$ cat src/vga_timing_pkg.sv
package vga_timing_pkg;

	////////////////////////////////////////////////////////////
	// 640x480 raster, negative sync polarity
	////////////////////////////////////////////////////////////

	// horizontal, in pixels
	localparam int H_ACTIVE = 640;
	localparam int H_FRONT  = 16;
	localparam int H_SYNC   = 96;
	localparam int H_BACK   = 48;
	localparam int H_TOTAL  = H_ACTIVE + H_FRONT + H_SYNC + H_BACK;

	// vertical, in lines
	localparam int V_ACTIVE = 480;
	localparam int V_FRONT  = 10;
	localparam int V_SYNC   = 2;
	localparam int V_BACK   = 33;
	localparam int V_TOTAL  = V_ACTIVE + V_FRONT + V_SYNC + V_BACK;

	// sync windows, start inclusive, end exclusive
	localparam int HS_START = H_ACTIVE + H_FRONT;
	localparam int HS_END   = HS_START + H_SYNC;
	localparam int VS_START = V_ACTIVE + V_FRONT;
	localparam int VS_END   = VS_START + V_SYNC;

	// coordinate widths
	localparam int X_W = 10;
	localparam int Y_W = 10;

	// one pixel slot as it moves down the pipe
	typedef struct packed {
		logic [X_W-1:0] x;
		logic [Y_W-1:0] y;
		logic           active;
		logic           hs;
		logic           vs;
	} pixel_pos_t;

endpackage
$ cat src/snake_scene_pkg.sv
package snake_scene_pkg;

	////////////////////////////////////////////////////////////
	// board geometry and sidebar meters
	////////////////////////////////////////////////////////////

	localparam int TILE_PX     = 12;
	localparam int SUB_W       = 4;
	localparam int BOARD_TILES = 40;
	localparam int BOARD_PX    = 480;
	localparam int TILE_W      = 11;
	localparam int BODY_LEN    = 10;

	// meter bounds, all exclusive
	localparam int METER_X0 = 520;
	localparam int METER_X1 = 600;
	localparam int HEART_Y0 = 60;
	localparam int HEART_Y1 = 80;
	localparam int INV_Y0   = 100;
	localparam int INV_Y1   = 120;

	// timers run 0..100, fill compare needs 17 bits
	localparam int TIMER_W    = 7;
	localparam int METER_FULL = 100;
	localparam int FILL_W     = 17;

	typedef enum logic [1:0] {
		ST_TITLE     = 2'd0,
		ST_MENU      = 2'd1,
		ST_GAME      = 2'd2,
		ST_HIGHSCORE = 2'd3
	} stage_e;

	typedef enum logic [3:0] {
		TC_BOARD, TC_BODY1, TC_BODY2, TC_HEAD, TC_APPLE, TC_POWER,
		TC_HEART_FILL, TC_INV_FILL, TC_METER_EMPTY, TC_SIDEBAR, TC_BLACK
	} tile_class_e;

	typedef logic [TILE_W-1:0] tile_num_t;
	typedef logic [BODY_LEN-1:0][TILE_W-1:0] body_list_t;

	// everything the painter needs for one frame
	typedef struct packed {
		stage_e             stage;
		tile_num_t          head1;
		tile_num_t          head2;
		tile_num_t          apple;
		tile_num_t          power;
		body_list_t         body1;
		body_list_t         body2;
		logic [TIMER_W-1:0] hearts_timer;
		logic [TIMER_W-1:0] inv_timer;
	} scene_t;

	// position plus tile decode
	typedef struct packed {
		tile_num_t                      tile;
		logic                           in_board;
		logic                           in_heart_meter;
		logic                           in_inv_meter;
		logic [vga_timing_pkg::X_W-1:0] x;
		logic [vga_timing_pkg::Y_W-1:0] y;
		logic                           active;
		logic                           hs;
		logic                           vs;
	} tile_loc_t;

	typedef struct packed {
		logic [7:0] r;
		logic [7:0] g;
		logic [7:0] b;
	} rgb_t;

	// flat colour per class, indexed in enum order
	localparam rgb_t PALETTE [11] = '{
		rgb_t'(24'h2e7d32),
		rgb_t'(24'h43a047),
		rgb_t'(24'h1e88e5),
		rgb_t'(24'hfdd835),
		rgb_t'(24'he53935),
		rgb_t'(24'h8e24aa),
		rgb_t'(24'h000000),
		rgb_t'(24'h0000ff),
		rgb_t'(24'h9e9e9e),
		rgb_t'(24'h9e9e9e),
		rgb_t'(24'h000000)
	};

endpackage

$ cat src/vga_controller.sv
module vga_controller (
	input  logic                    iVGA_CLK,
	input  logic                    iRST_n,
	input  snake_scene_pkg::scene_t scene,
	output logic                    hs,
	output logic                    vs,
	output logic                    blank_n,
	output snake_scene_pkg::rgb_t   rgb
);

	import vga_timing_pkg::*;
	import snake_scene_pkg::*;

	// pipe: counters, tile decode, class, colour
	pixel_pos_t  pos;
	tile_loc_t   loc;
	tile_class_e tile_class;
	pixel_pos_t  pos_d;

	video_sync_generator u_sync (
		.iVGA_CLK (iVGA_CLK),
		.iRST_n   (iRST_n),
		.pos      (pos)
	);

	board_locator u_locator (
		.iVGA_CLK (iVGA_CLK),
		.iRST_n   (iRST_n),
		.pos      (pos),
		.loc      (loc)
	);

	tile_painter u_painter (
		.iVGA_CLK   (iVGA_CLK),
		.iRST_n     (iRST_n),
		.loc        (loc),
		.scene      (scene),
		.tile_class (tile_class),
		.pos_d      (pos_d)
	);

	palette_out u_palette (
		.iVGA_CLK   (iVGA_CLK),
		.iRST_n     (iRST_n),
		.tile_class (tile_class),
		.pos_d      (pos_d),
		.hs         (hs),
		.vs         (vs),
		.blank_n    (blank_n),
		.rgb        (rgb)
	);

endmodule

$ cat src/palette_out.sv
module palette_out (
	input  logic                         iVGA_CLK,
	input  logic                         iRST_n,
	input  snake_scene_pkg::tile_class_e tile_class,
	input  vga_timing_pkg::pixel_pos_t   pos_d,
	output logic                         hs,
	output logic                         vs,
	output logic                         blank_n,
	output snake_scene_pkg::rgb_t        rgb
);

	import snake_scene_pkg::*;

	// colour before the output register
	rgb_t rgb_nxt;

	////////////////////////////////////////////////////////////
	// palette lookup
	////////////////////////////////////////////////////////////

	always_comb begin
		// black in porches and sync
		if (pos_d.active) begin
			rgb_nxt = PALETTE[tile_class];
		end else begin
			rgb_nxt = '0;
		end
	end

	// sync and colour from one register so they stay aligned
	always_ff @(posedge iVGA_CLK or negedge iRST_n) begin
		if (!iRST_n) begin
			hs      <= 1'b1;
			vs      <= 1'b1;
			blank_n <= 1'b0;
			rgb     <= '0;
		end else begin
			hs      <= pos_d.hs;
			vs      <= pos_d.vs;
			// blank_n high only on visible pixels
			blank_n <= pos_d.active;
			rgb     <= rgb_nxt;
		end
	end

endmodule

$ cat src/tile_painter.sv
module tile_painter (
	input  logic                        iVGA_CLK,
	input  logic                        iRST_n,
	input  snake_scene_pkg::tile_loc_t  loc,
	input  snake_scene_pkg::scene_t     scene,
	output snake_scene_pkg::tile_class_e tile_class,
	output vga_timing_pkg::pixel_pos_t  pos_d
);

	import snake_scene_pkg::*;

	scene_t             scene_q;
	logic               vs_q;
	logic               hit1;
	logic               hit2;
	logic [TIMER_W-1:0] timer;
	logic [FILL_W-1:0]  col_scaled;
	logic [FILL_W-1:0]  fill_edge;
	logic               fill;
	tile_class_e        cls_nxt;

	////////////////////////////////////////////////////////////
	// scene capture, once per frame
	////////////////////////////////////////////////////////////

	always_ff @(posedge iVGA_CLK or negedge iRST_n) begin
		if (!iRST_n) begin
			// stage 0 is title, so the screen stays black until a capture
			scene_q <= '0;
			vs_q    <= 1'b1;
		end else begin
			vs_q <= loc.vs;
			// first cycle of vertical sync
			if (vs_q && !loc.vs) begin
				scene_q <= scene;
			end
		end
	end

	// body lookups
	target_find #(.LEN(BODY_LEN)) u_find_body1 (
		.values  (scene_q.body1),
		.target  (loc.tile),
		.present (hit1)
	);

	target_find #(.LEN(BODY_LEN)) u_find_body2 (
		.values  (scene_q.body2),
		.target  (loc.tile),
		.present (hit2)
	);

	// meter fill, x*100 < span*timer + x0*100
	assign timer      = loc.in_heart_meter ? scene_q.hearts_timer : scene_q.inv_timer;
	assign col_scaled = FILL_W'(loc.x) * FILL_W'(METER_FULL);
	assign fill_edge  = FILL_W'(METER_X1 - METER_X0) * FILL_W'(timer) +
		FILL_W'(METER_X0 * METER_FULL);
	assign fill       = col_scaled < fill_edge;

	////////////////////////////////////////////////////////////
	// class select, later checks win
	////////////////////////////////////////////////////////////

	always_comb begin
		cls_nxt = TC_BLACK;
		if (loc.active && (scene_q.stage == ST_GAME)) begin
			if (loc.in_board) begin
				cls_nxt = TC_BOARD;
				if (hit1)
					cls_nxt = TC_BODY1;
				if (hit2)
					cls_nxt = TC_BODY2;
				// both heads share one colour
				if ((loc.tile == scene_q.head1) || (loc.tile == scene_q.head2))
					cls_nxt = TC_HEAD;
				if (loc.tile == scene_q.apple)
					cls_nxt = TC_APPLE;
				if (loc.tile == scene_q.power)
					cls_nxt = TC_POWER;
			end else if (loc.in_heart_meter) begin
				cls_nxt = fill ? TC_HEART_FILL : TC_METER_EMPTY;
			end else if (loc.in_inv_meter) begin
				cls_nxt = fill ? TC_INV_FILL : TC_METER_EMPTY;
			end else begin
				cls_nxt = TC_SIDEBAR;
			end
		end
	end

	// class and position leave together
	always_ff @(posedge iVGA_CLK or negedge iRST_n) begin
		if (!iRST_n) begin
			tile_class   <= TC_BLACK;
			pos_d.x      <= '0;
			pos_d.y      <= '0;
			pos_d.active <= 1'b0;
			pos_d.hs     <= 1'b1;
			pos_d.vs     <= 1'b1;
		end else begin
			tile_class   <= cls_nxt;
			pos_d.x      <= loc.x;
			pos_d.y      <= loc.y;
			pos_d.active <= loc.active;
			pos_d.hs     <= loc.hs;
			pos_d.vs     <= loc.vs;
		end
	end

endmodule

$ cat src/target_find.sv
module target_find #(
	parameter int LEN = snake_scene_pkg::BODY_LEN
) (
	input  logic [LEN-1:0][snake_scene_pkg::TILE_W-1:0] values,
	input  snake_scene_pkg::tile_num_t                  target,
	output logic                                        present
);

	// one match line per body entry
	logic [LEN-1:0] hit;

	genvar i;
	generate
		for (i = 0; i < LEN; i++) begin : g_cmp
			// equal when no bit differs
			assign hit[i] = ~|(values[i] ^ target);
		end
	endgenerate

	// any entry on this tile
	assign present = |hit;

endmodule

$ cat src/board_locator.sv
module board_locator (
	input  logic                       iVGA_CLK,
	input  logic                       iRST_n,
	input  vga_timing_pkg::pixel_pos_t pos,
	output snake_scene_pkg::tile_loc_t loc
);

	import vga_timing_pkg::*;
	import snake_scene_pkg::*;

	// state of the previous pixel
	logic [SUB_W-1:0]  col_sub_q;
	logic [SUB_W-1:0]  row_sub_q;
	logic [TILE_W-1:0] col_q;
	logic [TILE_W-1:0] row_base_q;
	// same, for the pixel now in pos
	logic [SUB_W-1:0]  col_sub_cur;
	logic [SUB_W-1:0]  row_sub_cur;
	logic [TILE_W-1:0] col_cur;
	logic [TILE_W-1:0] row_base_cur;
	logic              meter_x;

	////////////////////////////////////////////////////////////
	// tile stepping, no divider
	////////////////////////////////////////////////////////////

	always_comb begin
		// column, restarts at x 0
		if (pos.x == '0) begin
			col_sub_cur = '0;
			col_cur     = '0;
		end else if (col_sub_q == SUB_W'(TILE_PX - 1)) begin
			col_sub_cur = '0;
			col_cur     = col_q + 1'b1;
		end else begin
			col_sub_cur = col_sub_q + 1'b1;
			col_cur     = col_q;
		end
		// row only moves on the first pixel of a line
		row_sub_cur  = row_sub_q;
		row_base_cur = row_base_q;
		if (pos.x == '0) begin
			if (pos.y == '0) begin
				row_sub_cur  = '0;
				row_base_cur = '0;
			end else if (row_sub_q == SUB_W'(TILE_PX - 1)) begin
				row_sub_cur  = '0;
				// next tile row is 40 tile numbers on
				row_base_cur = row_base_q + TILE_W'(BOARD_TILES);
			end else begin
				row_sub_cur = row_sub_q + 1'b1;
			end
		end
	end

	assign meter_x = (pos.x > X_W'(METER_X0)) && (pos.x < X_W'(METER_X1));

	always_ff @(posedge iVGA_CLK or negedge iRST_n) begin
		if (!iRST_n) begin
			col_sub_q  <= '0;
			row_sub_q  <= '0;
			col_q      <= '0;
			row_base_q <= '0;
			loc        <= '0;
			loc.hs     <= 1'b1;
			loc.vs     <= 1'b1;
		end else begin
			col_sub_q          <= col_sub_cur;
			row_sub_q          <= row_sub_cur;
			col_q              <= col_cur;
			row_base_q         <= row_base_cur;
			loc.tile           <= row_base_cur + col_cur;
			// board is the left 480 columns of the visible lines
			loc.in_board       <= (pos.x < X_W'(BOARD_PX)) && (pos.y < Y_W'(BOARD_PX));
			loc.in_heart_meter <= meter_x && (pos.y > Y_W'(HEART_Y0)) &&
				(pos.y < Y_W'(HEART_Y1));
			loc.in_inv_meter   <= meter_x && (pos.y > Y_W'(INV_Y0)) && (pos.y < Y_W'(INV_Y1));
			loc.x              <= pos.x;
			loc.y              <= pos.y;
			loc.active         <= pos.active;
			loc.hs             <= pos.hs;
			loc.vs             <= pos.vs;
		end
	end

endmodule

$ cat src/video_sync_generator.sv
module video_sync_generator (
	input  logic                       iVGA_CLK,
	input  logic                       iRST_n,
	output vga_timing_pkg::pixel_pos_t pos
);

	import vga_timing_pkg::*;

	// next raster position
	logic [X_W-1:0] x_nxt;
	logic [Y_W-1:0] y_nxt;
	logic           act_nxt;
	logic           hs_nxt;
	logic           vs_nxt;

	////////////////////////////////////////////////////////////
	// counters
	////////////////////////////////////////////////////////////

	always_comb begin
		x_nxt = pos.x + 1'b1;
		y_nxt = pos.y;
		// end of line, step to next line
		if (pos.x == X_W'(H_TOTAL - 1)) begin
			x_nxt = '0;
			if (pos.y == Y_W'(V_TOTAL - 1)) begin
				y_nxt = '0;
			end else begin
				y_nxt = pos.y + 1'b1;
			end
		end
	end

	// decode from the next count so flags line up with x and y
	always_comb begin
		act_nxt = (x_nxt < X_W'(H_ACTIVE)) && (y_nxt < Y_W'(V_ACTIVE));
		// low pulses after the front porch
		hs_nxt  = !((x_nxt >= X_W'(HS_START)) && (x_nxt < X_W'(HS_END)));
		vs_nxt  = !((y_nxt >= Y_W'(VS_START)) && (y_nxt < Y_W'(VS_END)));
	end

	always_ff @(posedge iVGA_CLK or negedge iRST_n) begin
		if (!iRST_n) begin
			// restart at pixel 0,0 which is visible
			pos.x      <= '0;
			pos.y      <= '0;
			pos.active <= 1'b1;
			pos.hs     <= 1'b1;
			pos.vs     <= 1'b1;
		end else begin
			pos.x      <= x_nxt;
			pos.y      <= y_nxt;
			pos.active <= act_nxt;
			pos.hs     <= hs_nxt;
			pos.vs     <= vs_nxt;
		end
	end

endmodule

$ cat config.mk
export PLATFORM = sky130hd
export DESIGN_NAME = vga_controller
export DESIGN_NICKNAME = d
export VERILOG_FILES = /design/src/vga_timing_pkg.sv /design/src/snake_scene_pkg.sv /design/src/vga_controller.sv /design/src/palette_out.sv /design/src/tile_painter.sv /design/src/target_find.sv /design/src/board_locator.sv /design/src/video_sync_generator.sv
export SDC_FILE = /design/constraint.sdc
export NUM_CORES = 1
export LEC_CHECK = 0
export BUFFER_PORTS_ARGS = -buffer_cell sky130_fd_sc_hd__clkbuf_2
export CAP_MARGIN = 15
export CORE_ASPECT_RATIO = 1.25
export CORE_MARGIN = 8
export CORE_UTILIZATION = 53
export DETAILED_ROUTE_END_ITERATION = 8
export PLACE_DENSITY = 0.76
export SETUP_SLACK_MARGIN = 0.02
export SYNTH_ARGS = -nofsm -noshare
export SYNTH_HDL_FRONTEND = slang
export SYNTH_HIERARCHICAL = 1
export SYNTH_SLANG_ARGS = --single-unit
$ cat constraint.sdc
create_clock -name iVGA_CLK -period 3.9 [get_ports iVGA_CLK]
set_input_delay 0 -clock iVGA_CLK [delete_from_list [all_inputs] [get_ports iVGA_CLK]]
set_output_delay 0 -clock iVGA_CLK [all_outputs]
set_load 0.05 [all_outputs]
== Word level (Yosys, flattened, before mapping) ==
Memories as Yosys holds them, arrays and structs flattened.
Cells that the tools add are included.
Storage, ports and cells
  register bits after elaboration: 394
  memory bits (read-only): 384
  input bits: 282
  logic and storage cells: 197
  memories: 1
Memories
  (no name shown): words 16, width 24, rd ports 1, clocked after memory_dff 0, wr ports 0, RTL line palette_out.sv:24  | rgb_nxt = PALETTE[tile_class];
Operators by class
  add/sub/neg operators: 8
  $mul: 2
  magnitude comparators: 16
  equal/unequal tests: 9
  multiplexer cells: 27
  bitwise gates (word level): 21
  reduce and logical (&&, ||, !) cells: 59
Operators by type and width (count)
  $reduce_or A11 Y1: 20
  $xor A11 B11 Y11: 20
  $mux W24: 3
  $mux W11: 5
  $eq A11 B11 Y1: 4
  $lt A10 B9 Y1 const B: 4
  $mux W4: 10
  $lt A10 B10 Y1 const B: 3
  $mux W10: 3
  $logic_not A1 Y1: 23
  $add A10 B1 Y10 const B: 2
  $eq A10 B10 Y1 const B: 2
  $logic_not A10 Y1: 2
  $lt A10 B7 Y1 const B: 2
  $reduce_or A10 Y1: 2
  $add A14 B16 Y17 const B: 1
  $lt A17 B17 Y1: 1
  $mul A10 B5 Y15 const B: 1
  $add A11 B1 Y11 const B: 1
  $add A11 B11 Y11: 1
  $add A11 B6 Y11 const B: 1
  $logic_and A1 B1 Y1: 11
  $ge A10 B10 Y1 const B: 1
  $ge A10 B9 Y1 const B: 1
  other kinds (14): 18

== Logic depth before layout (Yosys ltp) ==
Gate-level depths: netlist of the first run.
  word-level depth: 11
  gate-level depth with buffers: 17
  depth with buffers taken out: 17

== By module ==
The synthesis of the first run kept the hierarchy.
By module, submodules not included
  tile_painter: times used 1, cells each 902, area an instance 13324.0 sq um
  board_locator: times used 1, cells each 256, area an instance 2941.6 sq um
  target_find: times used 2, cells each 163, area an instance 1335.0 sq um
  video_sync_generator: times used 1, cells each 136, area an instance 1326.3 sq um
  palette_out: times used 1, cells each 88, area an instance 1086.0 sq um

== Least setup slack after synthesis of the first run ==
No wires, ideal clock.
  path kind: register to register
  start point: reg, netlist name u_locator/loc[24]
  end point: reg u_painter.tile_class[2]
  setup time: 130 ps
  data arrival time: 3725 ps
  setup slack: 45 ps
  cell stages (with the launch flop): 17
  path buffers: 1
  path through: dfrtp_1 -> buf_6 -> mux2_2 -> ha_1 -> ha_1 -> fa_1 -> a21o_1 -> a21oi_1 -> xnor2_1 -> nor2_2 -> or2_1 -> ha_1 -> nand2_1 -> o21ai_0 -> nor3_1 -> a211oi_1 -> nor3b_1
On the way
  cells in the longest elaborated chain, start to end: 9
RTL lines
  $mux W7: RTL line tile_painter.sv:54  | assign timer = loc.in_heart_meter ? scene_q.hearts_timer : scene_q.inv_timer;
  $mul A3 B7 Y10: RTL line tile_painter.sv:56  | assign fill_edge = FILL_W'(METER_X1 - METER_X0) * FILL_W'(timer) +
  $add A14 B16 Y17: RTL line tile_painter.sv:56
  $lt A17 B17 Y1: RTL line tile_painter.sv:58  | assign fill = col_scaled < fill_edge;
  $mux W4: RTL line tile_painter.sv:83  | cls_nxt = fill ? TC_INV_FILL : TC_METER_EMPTY;
  $mux W4: RTL line tile_painter.sv:82  | end else if (loc.in_inv_meter) begin
  $mux W4 *: RTL line tile_painter.sv:80  | end else if (loc.in_heart_meter) begin
  $mux W4 *: RTL line tile_painter.sv:67  | if (loc.in_board) begin
  $mux W4 *: RTL line tile_painter.sv:66  | if (loc.active && (scene_q.stage == ST_GAME)) begin
  via u_painter.cls_nxt[2]: RTL line tile_painter.sv:20  | tile_class_e cls_nxt;
  end signal, assigned: RTL line tile_painter.sv:100  | tile_class <= cls_nxt;
  end, declared: RTL line tile_painter.sv:6  | output snake_scene_pkg::tile_class_e tile_class,
Mark *: on every way through the listed nets, which the timed path passes. The rest lies on a longest branch.
A chain may end at the register's enable or synchronous reset.

== Worst setup path after layout of the first run ==
  start point: reg, netlist name u_locator/loc[17]
  end point: reg u_painter.tile_class[0]
On the way
  cells in the longest elaborated chain, start to end: 7
RTL lines
  $mul A10 B5 Y15: RTL line tile_painter.sv:55  | assign col_scaled = FILL_W'(loc.x) * FILL_W'(METER_FULL);
  $lt A17 B17 Y1: RTL line tile_painter.sv:58
  $mux W4: RTL line tile_painter.sv:83
  $mux W4: RTL line tile_painter.sv:82
  $mux W4: RTL line tile_painter.sv:80
  $mux W4: RTL line tile_painter.sv:67
  $mux W4: RTL line tile_painter.sv:66
  via u_painter.cls_nxt[0]: RTL line tile_painter.sv:20
The timed path passes the listed nets, and every way through them passes these cells.

==> impl_results.md, run 1 <==
* Post-route insts no fill at ~2900
* Die H at approximately 240 um
* Clk pwr share at 46.5%
* Die W at 192 um
* Finish-stage setup viols at 3
* Final WS setup at -0.0385 ns
* Initial DRC count at between 1000 and 1500
* Worst Setup SP: u_locator/loc[17]$_DFF_PN0_
* Worst hold path type: in2async
* Routed len/inst at 23.6 um
* CTS tree: yes
* Fin. max-slew vios at 0
* Pint at about 0.0066 W
* Clock Skew at 0.0194 ns
* PD cells at 311 mW/mm^2
* Logic pwr share at ~5.9%
* GRT Util Overall at 28.4%
* Psw at 0.00194 W
* Worst Path Required at 4.35 ns
* Startpoint Class: register
* Fillers at 2367
* Antenna violations before repair at 19
* H-tree Lvls at 2
* Worst-Margin Slew at 1.09 ns
* Dpl hpwl at approximately 39000 um
* Min cycle time layout at about 4 ns
* CP max FO at 3
* # DRC at 0
* FMAX at 254 MHz
* Fin. Hold Viols at 0
* Most common library cell in the layout ignoring fill and taps: dfrtp_1
* Core ar. at 0.0382 mm^2
* Inst Count DP at between 2000 and 2500
* Syn Area/Cell at 12.3 um^2
* Max Cap Viol at 0
* Slew HR at 27.1%
* Clk pin slew, worst setup/hold paths at roughly 0.06 ns
* Vias in the first global route at 17800
* Synth-to-Final Area Change at 33.4%
* Via-to-Cell Ratio at 5.69
* Leakage at 13.6 nW
* Ports at ~310
* Sequential Power Share at around 48%
* Fin crit share at 101%
* CTS Buf Count at 41
* Worst Path Arrival at 4.38 ns
* Clock buffer depth at 3
* Outcome: complete, but fails checks
* Pre-CTS setup slack at -0.343 ns
* # port buffers at 308
* Layout cells sized above 1 at between 30% and 40%
* Cell Area, Synth at 0.0206 mm^2
* Failing checks: setup timing
* Clk_lat worst skew at 0.55 ns
* CTS Sinks at approximately 390
* Starting Density at between 50% and 60%
* Total number of vias at between 15000 and 20000
* Most frequent cells in the layout: dfrtp_1 (369), clkbuf_2 (307), dlygate4sd3_1 (281), mux2_2 (281), xnor2_1 (215)
* Cell Rows at 80
* Mapped Nets at 2049
* Crit end category: register
* RSZ-0062 raised after global routing: true
* Warnings from Yosys at 6
* Routed wire length at 67400 um
* Final net count at 2682
* Worst r2r src: u_locator/loc[17]$_DFF_PN0_
* Clock root buffer: clkbuf_16
* Post-DRT Antenna Nets at 0
* GRT overflow at 0
* Maximum VDD drop at 0.372 mV
* Setup CP Type: reg2reg
* DR pass1 iterations at 5
* Area of the die at 0.0455 mm^2
* First-pass GRT wire length at 100000 um
* Cells after synthesis at 1678
* Routability-driven placement congestion ratio at between 0.8 and 0.9
* Largest net degree at the start of global routing at 106
* Sw Share at 22.7%
critical path: stages (launching register included):
cell and delay, ns:
dfrtp_1 0.40, ha_1 0.33, ha_1 0.31, inv_1 0.06, fa_1 0.49, inv_1 0.04, ha_1 0.33, o21ai_0 0.11
inv_1 0.10, and2_1 0.18, nor2_1 0.12, xnor2_1 0.17, ha_1 0.33, a21oi_2 0.24, nand2_1 0.09, o221ai_2 0.25
a21oi_1 0.10, a211oi_1 0.18
power by group through the flow:
stage                     sequential [W]  clock, W  combinational (W)
after global routing             0.00407   0.00420           0.000538
after CTS                        0.00408   0.00398           0.000484
after global placement           0.00415         0           0.000252
after floorplan                  0.00415         0         0.00000237
after detailed placement         0.00415         0           0.000254
final                            0.00408   0.00398           0.000502
per-layer routing:
| metal | wire [um] | part of all wire [%] | global-route usage [%] | vias to the layer above |
|---|---|---|---|---|
| met5 | 30 | 0.045 | 0 | - |
| met4 | 4160 | 6.2 | 17.1 | 4 |
| met3 | 3990 | 5.9 | 4.78 | 267 |
| met2 | 34600 | 51 | 49.5 | 722 |
| met1 | 24600 | 36 | 31.8 | 8076 |
| li1 | - | - | - | 7179 |
layout make-up:
type / count / area (um^2) / area share, %
clock buffers: 58 / 1210 / 4.41
clock inverters: 18 / 138 / 0.501
diodes: 19 / 47.5 / 0.173
multi-input cells: 1167 / 10500 / 38.0
inverters: 49 / 184 / 0.669
repair buffers: 659 / 4970 / 18.1
well taps: 492 / 616 / 2.24
flip-flops and latches: 393 / 9860 / 35.9
registers in the layout, summed over array words and instances, names as in the netlist:
register / cells
u_palette/vs: 1
u_painter/tile_class: 4
u_painter/scene_q: 280
u_sync/pos: 23
u_palette/rgb: 23
u_locator/col_q: 11
u_locator/row_sub_q: 4
u_painter/pos_d: 3
u_locator/loc: 27
u_locator/col_sub_q: 4
u_palette/blank_n: 1
u_palette/hs: 1
u_locator/row_base_q: 11
stage by stage:
| step | total power [W] | cell area, um^2 | util (%) | setup TNS, ns | hold slack [ns] |
|---|---|---|---|---|---|
| after floorplan | 0.00416 | 20600 | - | 0 | -0.296 |
| after global placement | 0.00440 | 22800 | 59.8 | -0.464 | 0.0943 |
| after detailed placement | 0.00441 | 22800 | 59.8 | -0.989 | 0.104 |
| after CTS | 0.00854 | 27100 | 70.8 | 0 | 0.124 |
| after global routing | 0.00881 | 27500 | 71.9 | -0.605 | 0.167 |
| final | 0.00856 | 27500 | 71.9 | -0.0610 | 0.110 |
path summary, 6_finish.rpt:
| kind | depth (start not counted) | end | slack, ns |
|---|---|---|---|
| max reg2reg | 17 | u_painter/tile_class[0]$_DFF_PN0_ | -0.04 |
| max | 17 | u_painter/tile_class[0]$_DFF_PN0_ | -0.04 |
| min in group iVGA_CLK | 3 | u_painter/scene_q[202]$_DFFE_PN0P_ | 0.22 |
| min reg2reg | 0 | u_palette/hs$_DFF_PN1_ | 0.36 |
| max in group asynchronous | 3 | u_painter/scene_q[198]$_DFFE_PN0P_ | 2.64 |
| min | 2 | u_painter/scene_q[94]$_DFFE_PN0P_ | 0.11 |
repair_timing:
item                                   4_1_cts  5_1_grt
setup endpoints to repair                    4        4
hold buffers                               281        0
endpoints found under the hold margin      377        0
gates cloned                                 0        0
setup buffers                                0        6
pin swaps                                    2       32
resized for setup                           11       55
Power figures use the tool's default switching activity.
==> inputs of run 2 (changes only) <==
==> constraint.sdc (replaced) <==
create_clock -name iVGA_CLK -period 3.9 [get_ports iVGA_CLK]
set_input_delay 0.78 -clock iVGA_CLK [delete_from_list [all_inputs] [get_ports iVGA_CLK]]
set_output_delay 0.78 -clock iVGA_CLK [all_outputs]
set_load 0.05 [all_outputs]
==> impl_results.md, run 2 (synthesized netlist as in run 1, its figures left out) <==
* Die H at 236 um (unchanged)
* Area of the multi-input gates at 0.0104 mm^2 (was 0.0105 mm^2)
* Util after Layout at 64.7% (was 71.9%)
* Antenna violations before repair at 12 (was 19)
* Most common library cell in the layout ignoring fill and taps: dfrtp_1 (unchanged)
* Clk pin slew, worst setup/hold paths at 0.06 ns (about the same)
* Max Cap Viol at 0 (unchanged)
* Layout Cell Area excl Fill at 0.0247 mm^2 (was 0.0275 mm^2)
* Min cycle time layout at 3.86 ns (was 3.94 ns)
* M1 WL at 21400 um (was 24600 um)
* Storage cell area at 0.00986 mm^2 (about the same)
* R2R Setup Slk at 0.04 ns (was -0.04 ns)
* RSZ-0062 raised after global routing: true (unchanged)
* Routed wire length at 55200 um (was 67400 um)
* PD cells at 338 mW/mm^2 (was 311 mW/mm^2)
* # port buffers at 308 (unchanged)
* Clock root buffer: clkbuf_16 (unchanged)
* Met2 Wirelength at 28600 um (was 34600 um)
* H-tree Lvls at 2 (unchanged)
* Finish-stage setup viols at 0 (was 3)
* Largest net degree at the start of global routing at 114 (was 106)
* Clk pwr share at 48.3% (was 46.5%)
* Fin. Hold Viols at 0 (unchanged)
* Hold_buf cts at 0 (was 281)
* Sw Share at 21.1% (was 22.7%)
* Sequential Power Share at 48.7% (was 47.6%)
* Worst-Margin Slew at 0.967 ns (was 1.09 ns)
* Largest register FFs at 280 (unchanged)
* GRT Util Overall at 23.5% (was 28.4%)
* Met3 routed WL at 3200 um (was 3990 um)
* Crit end category: register (unchanged)
* Worst r2r src: u_locator/loc[24]$_DFF_PN0_ (was u_locator/loc[17]$_DFF_PN0_)
* Outcome: completed (was complete, but fails checks)
* Starting Density at 53.9% (unchanged)
* Post-DRT Antenna Nets at 0 (unchanged)
* Worst hold path type: in2async (unchanged)
* Top reg by flops: u_painter/scene_q (unchanged)
* Routed len/inst at 21.4 um (was 23.6 um)
* Biggest regs: u_painter/scene_q x280, u_locator/loc x27 (unchanged)
* Setup TNS at 0 ns (was -0.0610 ns)
* # DRC at 0 (unchanged)
* Setup CP Type: reg2reg (unchanged)
* CTS Buf Count at 42 (was 41)
* Ports at 309 (unchanged)
* CTS Sinks at 393 (unchanged)
* First-pass GRT wire length at 83800 um (was 100000 um)
* Clock Skew at 0.0241 ns (was 0.0194 ns)
* Placed cell areas at 0.0229 mm^2 (was 0.0228 mm^2)
* Fillers at 2880 (was 2367)
* Synth-to-Final Area Change at 20.1% (was 33.4%)
* Clk_lat worst skew at 0.56 ns (was 0.55 ns)
* Routability-driven placement congestion ratio at 0.878 (was 0.851)
* Pre-CTS setup slack at -0.386 ns (was -0.343 ns)
* Most frequent cells in the layout: dfrtp_1 (370), clkbuf_2 (307), mux2_2 (281), xnor2_1 (215), xor2_1 (96) (was dfrtp_1 (369), clkbuf_2 (307), dlygate4sd3_1 (281), mux2_2 (281), xnor2_1 (215))
* Final WS setup at 0.0383 ns (was -0.0385 ns)
* Worst Path Arrival at 4.35 ns (was 4.38 ns)
* Cell Rows at 80 (unchanged)
* Fin crit share at 99.0% (was 101%)
* Worst Path Required at 4.39 ns (was 4.35 ns)
* Clock buffer depth at 3 (unchanged)
* Startpoint Class: register (unchanged)
* Layout cells sized above 1 at 40.7% (was 36.0%)
* Cell depth of the worst flop-to-flop path at 16 (was 17)
* Maximum VDD drop at 0.341 mV (was 0.372 mV)
* Psw at 0.00177 W (was 0.00194 W)
* Leakage at 12.5 nW (was 13.6 nW)
* Dpl hpwl at 39700 um (was 39200 um)
* CP max FO at 4 (was 3)
* FMAX at 259 MHz (was 254 MHz)
* Total number of vias at 14300 (was 16200)
* Worst flop-to-flop path endpoint: u_painter/tile_class[3]$_DFF_PN1_ (was u_painter/tile_class[0]$_DFF_PN0_)
* GRT overflow at 0 (unchanged)
* Slew HR at 35.5% (was 27.1%)
* Top Layer Used: met4 (was met5)
* CTS tree: yes (unchanged)
* Logic pwr share at 3.0% (was 5.9%)
* Die W at 192 um (unchanged)
* DR pass1 iterations at 5 (unchanged)
* Final net count at 2416 (was 2682)
* Via-to-Cell Ratio at 5.55 (was 5.69)
* Pint at 0.00660 W (was 0.00662 W)
* Fin. max-slew vios at 0 (unchanged)
* Area of the die at 0.0455 mm^2 (unchanged)
* Initial DRC count at 752 (was 1142)
* Tot Pwr at 0.00837 W (was 0.00856 W)
* Vias in the first global route at 15500 (was 17800)
* Core ar. at 0.0382 mm^2 (unchanged)
## run 2: metrics by stage
| stage | hold slack [ns] | std cells |
|---|---|---|
| 4_1_cts | 0.332 | 2563 |
| 5_1_grt | 0.360 | 2581 |
| 2_1_floorplan | 0.345 | 1678 |
| 6_report | 0.308 | 2581 |
| 3_5_place_dp | 0.348 | 2480 |
| 3_3_place_gp | 0.347 | 2480 |
## run 2: worst max-delay path by stage
stage                                     start                                end  slack (ns)  depth (start not counted)
floorplan           u_locator/loc[24]$_DFF_PN0_  u_painter/tile_class[2]$_DFF_PN0_        0.05                         16
global placement    u_locator/loc[24]$_DFF_PN0_  u_painter/tile_class[2]$_DFF_PN0_       -0.20                         16
detailed placement  u_locator/loc[24]$_DFF_PN0_  u_painter/tile_class[2]$_DFF_PN0_       -0.39                         16
CTS                 u_locator/loc[24]$_DFF_PN0_  u_painter/tile_class[0]$_DFF_PN0_        0.03                         14
global route        u_locator/loc[24]$_DFF_PN0_  u_painter/tile_class[3]$_DFF_PN1_       -0.09                         16
finish              u_locator/loc[24]$_DFF_PN0_  u_painter/tile_class[3]$_DFF_PN1_        0.04                         16
## run 2: routing by layer
| layer | vias to the layer above | GRT usage (%) |
|---|---|---|
| met1 | 7147 | 27.6 |
| met3 | 120 | 4.30 |
| li1 | 6652 | - |
| met5 | - | 0 |
| met2 | 416 | 40.9 |
| met4 | 0 | 10.4 |
## run 2: power groups by stage
stage	clock network (W)	registers (W)	logic, W
6_report	0.00404	0.00408	0.000251
5_1_grt	0.00427	0.00408	0.000279
4_1_cts	0.00411	0.00408	0.000258
3_5_place_dp	0	0.00415	0.000257
3_3_place_gp	0	0.00415	0.000255
2_1_floorplan	0	0.00415	0.00000237
## run 2: final cells by class
class	instances	share of cell area [%]
multi-input combinational	1167	42.0
clock inverter	16	0.804
antenna	12	0.121
clock buffer	60	4.85
sequential	393	39.9
tap	492	2.49
timing repair buffer	392	9.12
inverter	49	0.744
## run 2: repair_timing
item,4_1_cts,5_1_grt
pin swaps,7,31
resized for setup,18,41
endpoints found under the hold margin,0,0
endpoints found under the setup margin,4,4
buffers inserted,7,7
cloned,0,0
## run 2: worst max-delay path, cell delays in order (launching register included)
cell and delay, ns:
dfrtp_2 0.45, buf_6 0.14, mux2_4 0.33, ha_4 0.18, ha_4 0.17, fa_2 0.40, a21o_1 0.21, a21oi_2 0.21
xnor2_2 0.10, buf_4 0.15, buf_6 0.10, xor2_1 0.14, ha_1 0.38, o2111a_1 0.25, o221ai_2 0.15, a211oi_2 0.32
nand2b_1 0.14
